**src/rtl/dfa_pkg.sv**
```systemverilog
package dfa_pkg;

   // Automaton and stream context definitions

   // Length of the literal "cmd.exe"
   localparam int PATTERN_LEN = 7;

   // Matched-packet counter width
   localparam int COUNT_W = 16;

   // Number of saved stream contexts, one per stream id
   localparam int CTX_DEPTH = 64;

   // State index is the number of pattern bytes matched so far
   typedef enum logic [2:0] {
      S_IDLE = 3'd0,
      S_C    = 3'd1,
      S_CM   = 3'd2,
      S_CMD  = 3'd3,
      S_DOT  = 3'd4,
      S_E    = 3'd5,
      S_EX   = 3'd6
   } dfa_state_e;

   // Context of one stream
   // in_packet is set between sop and eop of the working packet
   typedef struct packed {
      dfa_state_e state;
      logic       in_packet;
   } ctx_t;

endpackage
```
**src/rtl/scan_pkg.sv**
```systemverilog
package scan_pkg;

   // Transport types shared by the ingress, context and egress blocks

   // Stream id width, 64 streams
   localparam int STREAM_W = 6;

   // Input beat queue depth
   // Also the number of credits the sender holds after reset
   localparam int INGRESS_DEPTH = 4;

   // Verdict queue depth
   localparam int EGRESS_DEPTH = 4;

   // Credits granted by the downstream consumer after reset
   localparam int VERDICT_CREDITS = 2;

   // One payload byte with its framing flags
   typedef struct packed {
      logic [7:0]          data;
      logic [STREAM_W-1:0] stream_id;
      logic                sop;
      logic                eop;
      // Only looked at on sop
      logic                new_stream;
      // Only looked at on eop
      logic                enable;
   } scan_beat_t;

   // One result per packet
   typedef struct packed {
      logic [STREAM_W-1:0]         stream_id;
      logic                        enabled;
      logic                        matched;
      // Counter value after this packet, same width as the context counter
      logic [dfa_pkg::COUNT_W-1:0] match_count;
   } verdict_t;

endpackage

```
**src/rtl/pattern_scanner_top.sv**
```systemverilog
module pattern_scanner_top (
   input  logic                 clk,
   input  logic                 rst_n,
   input  logic                 beat_valid,
   input  scan_pkg::scan_beat_t beat,
   output logic                 beat_credit,
   output logic                 verdict_valid,
   output scan_pkg::verdict_t   verdict,
   input  logic                 verdict_credit
);

   import scan_pkg::*;

   logic       proc_valid;
   scan_beat_t proc_beat;
   logic       verdict_room;
   logic       verdict_push;
   verdict_t   verdict_int;

   // Beat buffer, held back while the verdict queue is full
   scan_ingress scan_ingress_i (
      .clk          (clk),
      .rst_n        (rst_n),
      .beat_valid   (beat_valid),
      .beat         (beat),
      .beat_credit  (beat_credit),
      .verdict_room (verdict_room),
      .proc_valid   (proc_valid),
      .proc_beat    (proc_beat)
   );

   // Per-stream matching and counting
   stream_context stream_context_i (
      .clk          (clk),
      .rst_n        (rst_n),
      .proc_valid   (proc_valid),
      .proc_beat    (proc_beat),
      .verdict_push (verdict_push),
      .verdict_out  (verdict_int)
   );

   verdict_egress verdict_egress_i (
      .clk            (clk),
      .rst_n          (rst_n),
      .verdict_push   (verdict_push),
      .verdict_in     (verdict_int),
      .verdict_room   (verdict_room),
      .verdict_credit (verdict_credit),
      .verdict_valid  (verdict_valid),
      .verdict        (verdict)
   );

endmodule

```
**src/rtl/verdict_egress.sv**
```systemverilog
module verdict_egress (
   input  logic               clk,
   input  logic               rst_n,
   input  logic               verdict_push,
   input  scan_pkg::verdict_t verdict_in,
   output logic               verdict_room,
   input  logic               verdict_credit,
   output logic               verdict_valid,
   output scan_pkg::verdict_t verdict
);

   import scan_pkg::*;

   localparam int PTR_W  = $clog2(EGRESS_DEPTH);
   // One spare bit so an excess credit shows up
   localparam int CRED_W = $clog2(VERDICT_CREDITS + 1) + 1;

   verdict_t          q_mem [EGRESS_DEPTH];
   logic [PTR_W-1:0]  wr_ptr;
   logic [PTR_W-1:0]  rd_ptr;
   logic [PTR_W:0]    fill;
   logic [CRED_W-1:0] credits;

   // Room for the verdict an admitted beat may push this cycle
   assign verdict_room  = fill != (PTR_W+1)'(EGRESS_DEPTH);
   // Send only with a queued verdict and a credit in hand
   assign verdict_valid = (fill != '0) && (credits != '0);
   assign verdict       = q_mem[rd_ptr];

   always_ff @(posedge clk)
   begin
      if (verdict_push)
         q_mem[wr_ptr] <= verdict_in;
   end

   always_ff @(posedge clk)
   begin
      if (!rst_n)
      begin
         wr_ptr  <= '0;
         rd_ptr  <= '0;
         fill    <= '0;
         credits <= CRED_W'(VERDICT_CREDITS);
      end
      else
      begin
         if (verdict_push)
            wr_ptr <= wr_ptr + PTR_W'(1);
         if (verdict_valid)
            rd_ptr <= rd_ptr + PTR_W'(1);
         fill    <= fill + (PTR_W+1)'(verdict_push) - (PTR_W+1)'(verdict_valid);
         credits <= credits + CRED_W'(verdict_credit) - CRED_W'(verdict_valid);
      end
   end

   // Ingress admitted a beat without room for its verdict
   a_no_overflow: assert property (@(posedge clk) disable iff (!rst_n)
      verdict_push |-> fill != (PTR_W+1)'(EGRESS_DEPTH));

   // Consumer returned more credits than it was given
   a_credit_max: assert property (@(posedge clk) disable iff (!rst_n)
      credits <= CRED_W'(VERDICT_CREDITS));

endmodule

```
**src/rtl/stream_context.sv**
```systemverilog
module stream_context (
   input  logic                 clk,
   input  logic                 rst_n,
   input  logic                 proc_valid,
   input  scan_pkg::scan_beat_t proc_beat,
   output logic                 verdict_push,
   output scan_pkg::verdict_t   verdict_out
);

   import scan_pkg::*;
   import dfa_pkg::*;

   // Saved automaton state per stream
   ctx_t                ctx_mem [CTX_DEPTH];
   // Context of the packet being scanned
   ctx_t                work;
   logic [STREAM_W-1:0] cur_stream;
   logic                match_flag;
   logic [COUNT_W-1:0]  match_count;

   dfa_state_e          start_state;
   dfa_state_e          next_state;
   logic                accept;
   logic                flag_next;
   logic                pkt_hit;
   logic [COUNT_W-1:0]  count_next;

   // Engine input
   // sop restores the stream, or starts clean for a new stream
   always_comb
   begin
      if (proc_beat.sop)
         start_state = proc_beat.new_stream ? S_IDLE : ctx_mem[proc_beat.stream_id].state;
      else
         start_state = work.state;
   end

   dfa_engine dfa_engine_i (
      .cur_state  (start_state),
      .data       (proc_beat.data),
      .next_state (next_state),
      .accept     (accept)
   );

   // Flag starts over at sop, then collects any accept in the packet
   assign flag_next  = (proc_beat.sop ? 1'b0 : match_flag) | accept;
   // Disabled packets never count
   assign pkt_hit    = proc_beat.enable && flag_next;
   assign count_next = match_count + COUNT_W'(pkt_hit);

   // Verdict goes out with the eop beat
   assign verdict_push            = proc_valid && proc_beat.eop;
   assign verdict_out.stream_id   = proc_beat.stream_id;
   assign verdict_out.enabled     = proc_beat.enable;
   assign verdict_out.matched     = pkt_hit;
   assign verdict_out.match_count = count_next;

   always_ff @(posedge clk)
   begin
      if (proc_valid && proc_beat.sop)
         cur_stream <= proc_beat.stream_id;
   end

   always_ff @(posedge clk)
   begin
      if (!rst_n)
      begin
         work        <= '{state: S_IDLE, in_packet: 1'b0};
         match_flag  <= 1'b0;
         match_count <= '0;
         for (int i = 0; i < CTX_DEPTH; i++)
         begin
            ctx_mem[i] <= '{state: S_IDLE, in_packet: 1'b0};
         end
      end
      else if (proc_valid)
      begin
         work.state     <= next_state;
         work.in_packet <= !proc_beat.eop;
         match_flag     <= flag_next;
         if (proc_beat.eop)
         begin
            match_count <= count_next;
            // Only enabled packets carry their state forward
            if (proc_beat.enable)
               ctx_mem[proc_beat.stream_id] <= '{state: next_state, in_packet: 1'b0};
         end
      end
   end

   // Body beat without a packet open
   a_body_in_packet: assert property (@(posedge clk) disable iff (!rst_n)
      proc_valid && !proc_beat.sop |-> work.in_packet);

   // Streams must not interleave inside a packet
   a_same_stream: assert property (@(posedge clk) disable iff (!rst_n)
      proc_valid && !proc_beat.sop && work.in_packet |-> proc_beat.stream_id == cur_stream);

endmodule

```
**src/rtl/scan_ingress.sv**
```systemverilog
module scan_ingress (
   input  logic                 clk,
   input  logic                 rst_n,
   input  logic                 beat_valid,
   input  scan_pkg::scan_beat_t beat,
   output logic                 beat_credit,
   input  logic                 verdict_room,
   output logic                 proc_valid,
   output scan_pkg::scan_beat_t proc_beat
);

   import scan_pkg::*;

   localparam int PTR_W = $clog2(INGRESS_DEPTH);

   // Circular beat buffer, payload only
   scan_beat_t       q_mem [INGRESS_DEPTH];
   logic [PTR_W-1:0] wr_ptr;
   logic [PTR_W-1:0] rd_ptr;
   // Occupancy, one extra bit to hold the full count
   logic [PTR_W:0]   fill;
   logic             pop;

   // Present the head beat only if the verdict side can take a result
   assign proc_valid = (fill != '0) && verdict_room;
   assign proc_beat  = q_mem[rd_ptr];
   // The context block always consumes a presented beat
   assign pop        = proc_valid;

   always_ff @(posedge clk)
   begin
      if (beat_valid)
      begin
         q_mem[wr_ptr] <= beat;
      end
   end

   always_ff @(posedge clk)
   begin
      if (!rst_n)
      begin
         wr_ptr      <= '0;
         rd_ptr      <= '0;
         fill        <= '0;
         beat_credit <= 1'b0;
      end
      else
      begin
         if (beat_valid)
            wr_ptr <= wr_ptr + PTR_W'(1);
         if (pop)
            rd_ptr <= rd_ptr + PTR_W'(1);
         fill <= fill + (PTR_W+1)'(beat_valid) - (PTR_W+1)'(pop);
         // Freed entry goes back upstream one cycle after the pop
         beat_credit <= pop;
      end
   end

   // Sender wrote without a credit
   a_no_overflow: assert property (@(posedge clk) disable iff (!rst_n)
      beat_valid |-> fill != (PTR_W+1)'(INGRESS_DEPTH));

endmodule

```
**src/rtl/dfa_engine.sv**
```systemverilog
module dfa_engine (
   input  dfa_pkg::dfa_state_e cur_state,
   input  logic [7:0]          data,
   output dfa_pkg::dfa_state_e next_state,
   output logic                accept
);

   import dfa_pkg::*;

   // Expected byte for each state, indexed by bytes already matched
   localparam logic [7:0] PATTERN [PATTERN_LEN] = '{
      8'h63,   // c
      8'h6d,   // m
      8'h64,   // d
      8'h2e,   // .
      8'h65,   // e
      8'h78,   // x
      8'h65    // e
   };

   // State holding the last pattern byte still to come
   localparam dfa_state_e LAST_STATE = dfa_state_e'(PATTERN_LEN - 1);

   logic [7:0] expected;
   logic       hit;
   dfa_state_e restart;

   assign expected = PATTERN[cur_state];
   assign hit      = (data == expected);

   // 'c' occurs only at the head of the pattern
   // So any restart keeps at most that one byte
   assign restart = (data == PATTERN[0]) ? S_C : S_IDLE;

   always_comb
   begin
      accept     = 1'b0;
      next_state = restart;
      if (hit)
      begin
         if (cur_state == LAST_STATE)
         begin
            // Full pattern seen, start over for overlapping searches
            accept     = 1'b1;
            next_state = restart;
         end
         else
         begin
            next_state = dfa_state_e'(cur_state + 3'd1);
         end
      end
   end

endmodule

```
**config.mk**
```make
export PLATFORM = sky130hd
export DESIGN_NAME = pattern_scanner_top
export DESIGN_NICKNAME = d
export VERILOG_FILES = /design/src/rtl/dfa_pkg.sv /design/src/rtl/scan_pkg.sv /design/src/rtl/pattern_scanner_top.sv /design/src/rtl/verdict_egress.sv /design/src/rtl/stream_context.sv /design/src/rtl/scan_ingress.sv /design/src/rtl/dfa_engine.sv
export SDC_FILE = /design/constraint.sdc
export NUM_CORES = 1
export LEC_CHECK = 0
export BUFFER_PORTS_ARGS = -buffer_cell sky130_fd_sc_hd__buf_2
export CORE_ASPECT_RATIO = 1.2
export CORE_UTILIZATION = 60
export DETAILED_ROUTE_END_ITERATION = 8
export PLACE_DENSITY = 0.82
export SYNTH_ARGS = -nofsm -noshare
export SYNTH_HDL_FRONTEND = slang
export SYNTH_SLANG_ARGS = --single-unit
```
**constraint.sdc**
```tcl
create_clock -name clk -period 8.9 [get_ports clk]
set_input_delay 2.225 -clock clk [delete_from_list [all_inputs] [get_ports clk]]
set_output_delay 2.225 -clock clk [all_outputs]
set_load 0.005 [all_outputs]
```
; ---- Word level (Yosys, flattened, before mapping)
; Memory sizes are Yosys's and may differ from the RTL's. A register that Yosys moved wholly into a read port is not among the register bits.
; Index checks and enable logic that the tools add are counted.
; W data, S select, Z words.
[classes]
magnitude_cmp = 1
muxes = 27
addsub = 12
bitwise = 2
n_eq_ne = 4
reduce_logical = 9
[op_table]
columns = cell, n
row1 = $add A16 B1 Y16, 1
row2 = $mux W8, 2
row3 = $mux W1, 15
row4 = $mux W3, 5
row5 = $add A3 B1 Y3, 3
row6 = $reduce_bool A3 Y1, 3
row7 = $sub A3 B1 Y3, 3
row8 = $add A2 B1 Y2 const B, 4
row9 = $eq A8 B7 Y1 const B, 1
row10 = $eq A8 B8 Y1, 1
row11 = $mux W2, 4
row12 = $mux W6, 1
row13 = $ge A4 B4 Y1 const B, 1
row14 = $logic_and A1 B1 Y1, 4
row15 = $not A3 Y4, 1
row16 = $add A3 B1 Y3 const B, 1
row17 = $eq A3 B3 Y1 const B, 1
row18 = $ne A3 B3 Y1 const B, 1
row19 = $reduce_or A3 Y1, 1
row20 = $reduce_and A2 Y1, 1
row21 = $or A1 B1 Y1, 1
[word_totals]
input_bits = 22
regBits = 38
n_memories = 4
wordCells = 70
mem_bits_ro = 64
ramBits = 360
output_inout_bits = 26
[memory_table]
columns = name, words, width, rd, rd_clocked_by_memory_dff, write_ports, line_no
row1 = stream_context_i.ctx_mem, 64, 3, 1, 0, 64, stream_context.sv:14  ; ctx_t ctx_mem [CTX_DEPTH];
row2 = verdict_egress_i.q_mem, 4, 24, 1, 1, 1, verdict_egress.sv:18  ; verdict_t q_mem [EGRESS_DEPTH];
row3 = scan_ingress_i.q_mem, 4, 18, 1, 1, 1, scan_ingress.sv:17  ; scan_beat_t q_mem [INGRESS_DEPTH];
row4 = (no name shown), 8, 8, 1, 0, 0, dfa_engine.sv:28  ; assign expected = PATTERN[cur_state];

; ---- Logic depth before layout (Yosys ltp)
; An unclocked memory read counts as a cell.
[depth]
depth_word = 12
mapped_depth = 31
depth_no_buf = 27

; ---- Modules after synthesis
; Synthesis repeated with hierarchy kept, for this count alone.
[hier_totals]
hier_cells = 1280
hier_area_um2 = 17560.6
[modules_own_cells]
columns = module, seq_area_each_um2, area_per_inst_um2, cells_each, n_inst
row1 = stream_context, 6165.9, 10058.4, 911, 1
row2 = verdict_egress, 3123.0, 4071.4, 188, 1
row3 = scan_ingress, 2362.3, 3128.0, 139, 1
row4 = dfa_engine, 0.0, 302.8, 42, 1

; ---- Worst setup path before layout
; OpenSTA, ideal clock, no wires.
[synth_path]
kind = reg-to-reg
startpoint = reg with a tool-made name
endpoint = mem verdict_egress_i.q_mem[0][15] (netlist name) (data pin)
setup_slack_ns = 3.489
n_path_buf = 4
path_stages_with_launch = 27
required_ns = 8.628
arrival_ns = 5.139
period_less_slack_ns = 5.411
setup_ns = 0.272
path_cell_list = dfxtp_1 > buf_6 > mux4_2 > buf_6 > buf_8 > buf_6 > a211oi_1 > a21oi_1 > o2111a_1 > a41oi_4 > inv_1 > ha_1 > nand2b_1 > o21ai_0 > nand3_1 > nor2b_1 > nand3_1 > a21boi_0 > ha_1 > and3_1 > nand3_1 > nor2_1 > and3_1 > and3_1 > and3_1 > nand3_1 > xnor2_1
[synth_lines]
columns = element, line_no
row1 = "end, declared", verdict_egress.sv:18

==> impl_metrics.env <==
export IMPL_outcome="finished clean"
export IMPL_path_delay_family="simple AND/OR/NAND/NOR gates"
export IMPL_power_sequential_fraction_pct=42.5
export IMPL_syn_instance_count=1313
export IMPL_max_vdd_ir_drop_uv=157.8
export IMPL_final_net_count=1382
export IMPL_cell_at_the_root_of_the_clock_tree="sky130_fd_sc_hd__clkbuf_16"
export IMPL_final_max_slew_violation_count=0
export IMPL_critical_path_slowest_cell="sky130_fd_sc_hd__inv_2"
export IMPL_share_clk_of_total_power_pct=29.8
export IMPL_fraction_of_layout_cells_with_a_size_suffix_above_1_pct=19.71
export IMPL_clock_slew_seen_by_the_registers_of_the_worst_setup_and_hold_paths_ps=60
export IMPL_core_region_area_um2=29100
export IMPL_crit_path_start_kind="register"
export IMPL_post_synth_most_frequent_cells="360 x sky130_fd_sc_hd__edfxtp_1, 188 x sky130_fd_sc_hd__nor2_1, 162 x sky130_fd_sc_hd__nand2_1"
export IMPL_cts_hold_buf=0
export IMPL_post_synth_num_cell_types=80
export IMPL_number_of_enable_type_register_cells_in_the_synthesized_netlist=360
export IMPL_dieArea_um2=30560
export IMPL_power_static_leakage_uw=0.006712
export IMPL_ioPinCount=48
export IMPL_cp_required_ps=9220
export IMPL_cts_tree="built"
export IMPL_cap_violations=0
export IMPL_wire_per_inst_um=22.56
export IMPL_postCtsResizedCells=0
export IMPL_synth_area_um2=17920
export IMPL_asyncSetResetFlopFracSynth_pct=0
export IMPL_yosys_warnings=0
export IMPL_post_synth_mux_area_share_pct=8.199
export IMPL_cts_buffers_inserted=39
export IMPL_numPlacedInstances=1680
export IMPL_synth_top_cells_by_area="sky130_fd_sc_hd__edfxtp_1 60%, sky130_fd_sc_hd__mux4_2 5.3%, sky130_fd_sc_hd__dfxtp_1 4.7%, sky130_fd_sc_hd__nor2_1 3.9%, sky130_fd_sc_hd__nand2_1 3.4%"
export IMPL_antenna_violations_before_repair=1
export IMPL_synth_compound_gate_area_share_pct=5.510
export IMPL_multi_input_area_um2=5624
export IMPL_worst_pin_slew_ps=1204
export IMPL_io_buffers=47
export IMPL_buffer_count_from_post_cts_setup_fixing=0
export IMPL_nFillCells=1970
export IMPL_worstPathCellList="mux2i_1, mux2_2, inv_2, nand2b_1, o32ai_1, a22o_1, a311oi_1, a41oi_2, ha_1, nand2b_1, o21ai_0, nand3_1, nor2b_1, nand3_1, a21boi_0, ha_1, and3_1, nand3_1, nor2_1, and3_1, and3_1, and3_1, nand3_1, xnor2_1"
export IMPL_end_kind="register"
export IMPL_gp_congestion=0.9227
export IMPL_synthDominantCellAreaShare_pct=60.34
export IMPL_fmax_ghz=0.1357
export IMPL_grt_setup_unrepaired="false"
export IMPL_pwr_dens_nw_per_um2=282.9
export IMPL_synth_adder_area_share_pct=1.802
export IMPL_route_antenna_remaining_nets=0
export IMPL_totalNegativeSetupSlack_ps=0
export IMPL_grt_max_degree=74
export IMPL_dp_hpwl_um=24740
export IMPL_final_setup_viol_count=0
export IMPL_clock_path_buffers=3
export IMPL_synth_xor_area_share_pct=2.284
export IMPL_worst_hold_slack_ps=482.1
export IMPL_vias=10981
export IMPL_largest_family_of_logic_cells_by_synthesized_area="simple AND/OR/NAND/NOR gates"
export IMPL_die_w_um=159.7
export IMPL_post_synth_top_count_cell="sky130_fd_sc_hd__edfxtp_1"
export IMPL_average_cell_area_after_synthesis_um2=13.65
export IMPL_clkSinkCount=402
export IMPL_first_iter_violations=1557
export IMPL_die_height_um=191.3
export IMPL_synth_sequential_area_ratio_pct=65.03
export IMPL_grt_first_pass_wirelength_um=61340
export IMPL_hold_path_class="register to register"
export IMPL_ys_seq_elements=402
export IMPL_layout_area_seq_um2=11650
export IMPL_critical_path_max_fanout=46
export IMPL_h_tree_depth=2
export IMPL_power_share_of_the_combinational_group_pct=27.7
export IMPL_crit_type="register to register"
export IMPL_placement_row_count=68
export IMPL_synthToLayoutAreaGrowth_pct=8.848
export IMPL_maxSlewHeadroom_pct=19.45
export IMPL_power_switching_uw=1723
export IMPL_drc=0
export IMPL_ys_dominant_reg_cell="sky130_fd_sc_hd__edfxtp_1"
export IMPL_finalNonFillerCells=1751
export IMPL_intPower_uw=3794
export IMPL_timing_final_crit_period_ps=7368
export IMPL_path_buf_inv=1
export IMPL_power_switching_fraction_pct=31.23
export IMPL_yosysTopAreaCell="sky130_fd_sc_hd__edfxtp_1"
export IMPL_post_synth_and_or_nand_nor_area_fraction_pct=13.42
export IMPL_skew_ps=21.01
export IMPL_grt_usage_pct=26.46
export IMPL_first_global_vias=10952
export IMPL_dpl_worst_slack_ps=1696
export IMPL_drtPass1Iterations=8
export IMPL_worst_hold_startpoint="stream_context_i.work[3]"
export IMPL_vias_per_cell=6.271
export IMPL_hold_viol=0
export IMPL_syn_nets=1359
export IMPL_postLayoutCoreUtil_pct=67.02
export IMPL_overflow=0
export IMPL_timing_critical_path_arrival_ps=7690
export IMPL_routed_wirelength_um=39510
export IMPL_layout_setup_ws_ps=1532
export IMPL_largest_stage_delay_worst_path_ps=720
export IMPL_later_pin_clock_latency_in_the_skew_report_ps=530
export IMPL_initial_core_util_pct=61.57
export IMPL_period_share_pct=82.79
## cell families (layout without fill, tap and decap cells)
kind of cell / after synthesis / in the layout
other cells: 0 / 1
mux: 90 / 90
buf+inv: 108 / 160
compound gates: 126 / 126
flops: 402 / 402
xor+xnor: 45 / 45
fa+ha+maj: 24 / 24
simple gates: 518 / 518
## layer usage
metal / track usage [%] / share of wire, % / wire, um
met1: 32.68 / 36 / 14280
met2: 45.15 / 50 / 19950
met3: 4.448 / 8.6 / 3404
met4: 13.68 / 4.8 / 1877
met5: 0 / 0 / 0
## flip-flops by register name, summed over array words and instances, names as in the netlist, 3 cells and up, named ones only
name,count
stream_context_i.ctx_mem,192
verdict_egress_i.credits,3
scan_ingress_i.fill,3
stream_context_i.work,3
stream_context_i.match_count,16
scan_ingress_i.q_mem,72
verdict_egress_i.fill,3
verdict_egress_i.q_mem,96
## cell usage in the layout (no fill, tap or decap), drive strengths merged, types with 8 or more instances in the layout
cell type / n
clkbuf: 46
nand2: 164
mux2i: 20
xnor2: 14
nor2: 248
mux2: 28
clkinv: 19
and2: 9
inv: 26
o22ai: 14
nor3: 13
ha: 21
nand3: 11
a21oi: 8
nor2b: 15
dfxtp: 42
xor2: 31
o211ai: 9
edfxtp: 360
nand2b: 9
o21ai: 20
buf: 65
mux4: 42
o221ai: 25
and3: 18
a211oi: 10
## final cells by class
class,instances,share of cell area [%]
timing repair buffer,65,1.899
inverter,25,0.4812
clock buffer,46,5.351
antenna,1,0.01283
multi-input combinational,803,28.84
tap,385,2.470
clock inverter,24,1.193
sequential,402,59.75
## power groups by stage
| stage | logic [uW] | registers (uW) | clock network [uW] |
|---|---|---|---|
| after floorplan | 1180 | 2300 | 0 |
| after global placement | 1460 | 2370 | 0 |
| after detailed placement | 1490 | 2380 | 0 |
| after CTS | 1510 | 2350 | 1660 |
| after global routing | 1640 | 2360 | 1730 |
| final | 1530 | 2340 | 1640 |
## worst paths after layout
check / depth (start not counted) / slack, ps / to
worst max-delay path: 24 / 1530 / verdict_egress_i.q_mem[3][15]
worst min-delay path: 2 / 480 / stream_context_i.work[3]
worst max register to register: 24 / 1530 / verdict_egress_i.q_mem[3][15]
worst min register to register: 2 / 480 / stream_context_i.work[3]
## stage by stage
step                total power [uW]  instance area [um^2]
floorplan                       3483                 17920
global placement                3829                 18220
detailed placement              3878                 18220
CTS                             5512                 19500
global route                    5730                 19500
finish                          5517                 19500
## worst register-to-register path, cell delays in order, from the launching register on
cell and delay, ps:
sky130_fd_sc_hd__dfxtp_1 620, sky130_fd_sc_hd__mux2i_1 130, sky130_fd_sc_hd__mux2_2 520, sky130_fd_sc_hd__inv_2 720, sky130_fd_sc_hd__nand2b_1 490, sky130_fd_sc_hd__o32ai_1 140, sky130_fd_sc_hd__a22o_1 250, sky130_fd_sc_hd__a311oi_1 330
sky130_fd_sc_hd__a41oi_2 320, sky130_fd_sc_hd__ha_1 340, sky130_fd_sc_hd__nand2b_1 160, sky130_fd_sc_hd__o21ai_0 160, sky130_fd_sc_hd__nand3_1 130, sky130_fd_sc_hd__nor2b_1 160, sky130_fd_sc_hd__nand3_1 100, sky130_fd_sc_hd__a21boi_0 490
sky130_fd_sc_hd__ha_1 280, sky130_fd_sc_hd__and3_1 240, sky130_fd_sc_hd__nand3_1 130, sky130_fd_sc_hd__nor2_1 220, sky130_fd_sc_hd__and3_1 270, sky130_fd_sc_hd__and3_1 240, sky130_fd_sc_hd__and3_1 290, sky130_fd_sc_hd__nand3_1 140
sky130_fd_sc_hd__xnor2_1 280
(Power assumes the default switching activity.)
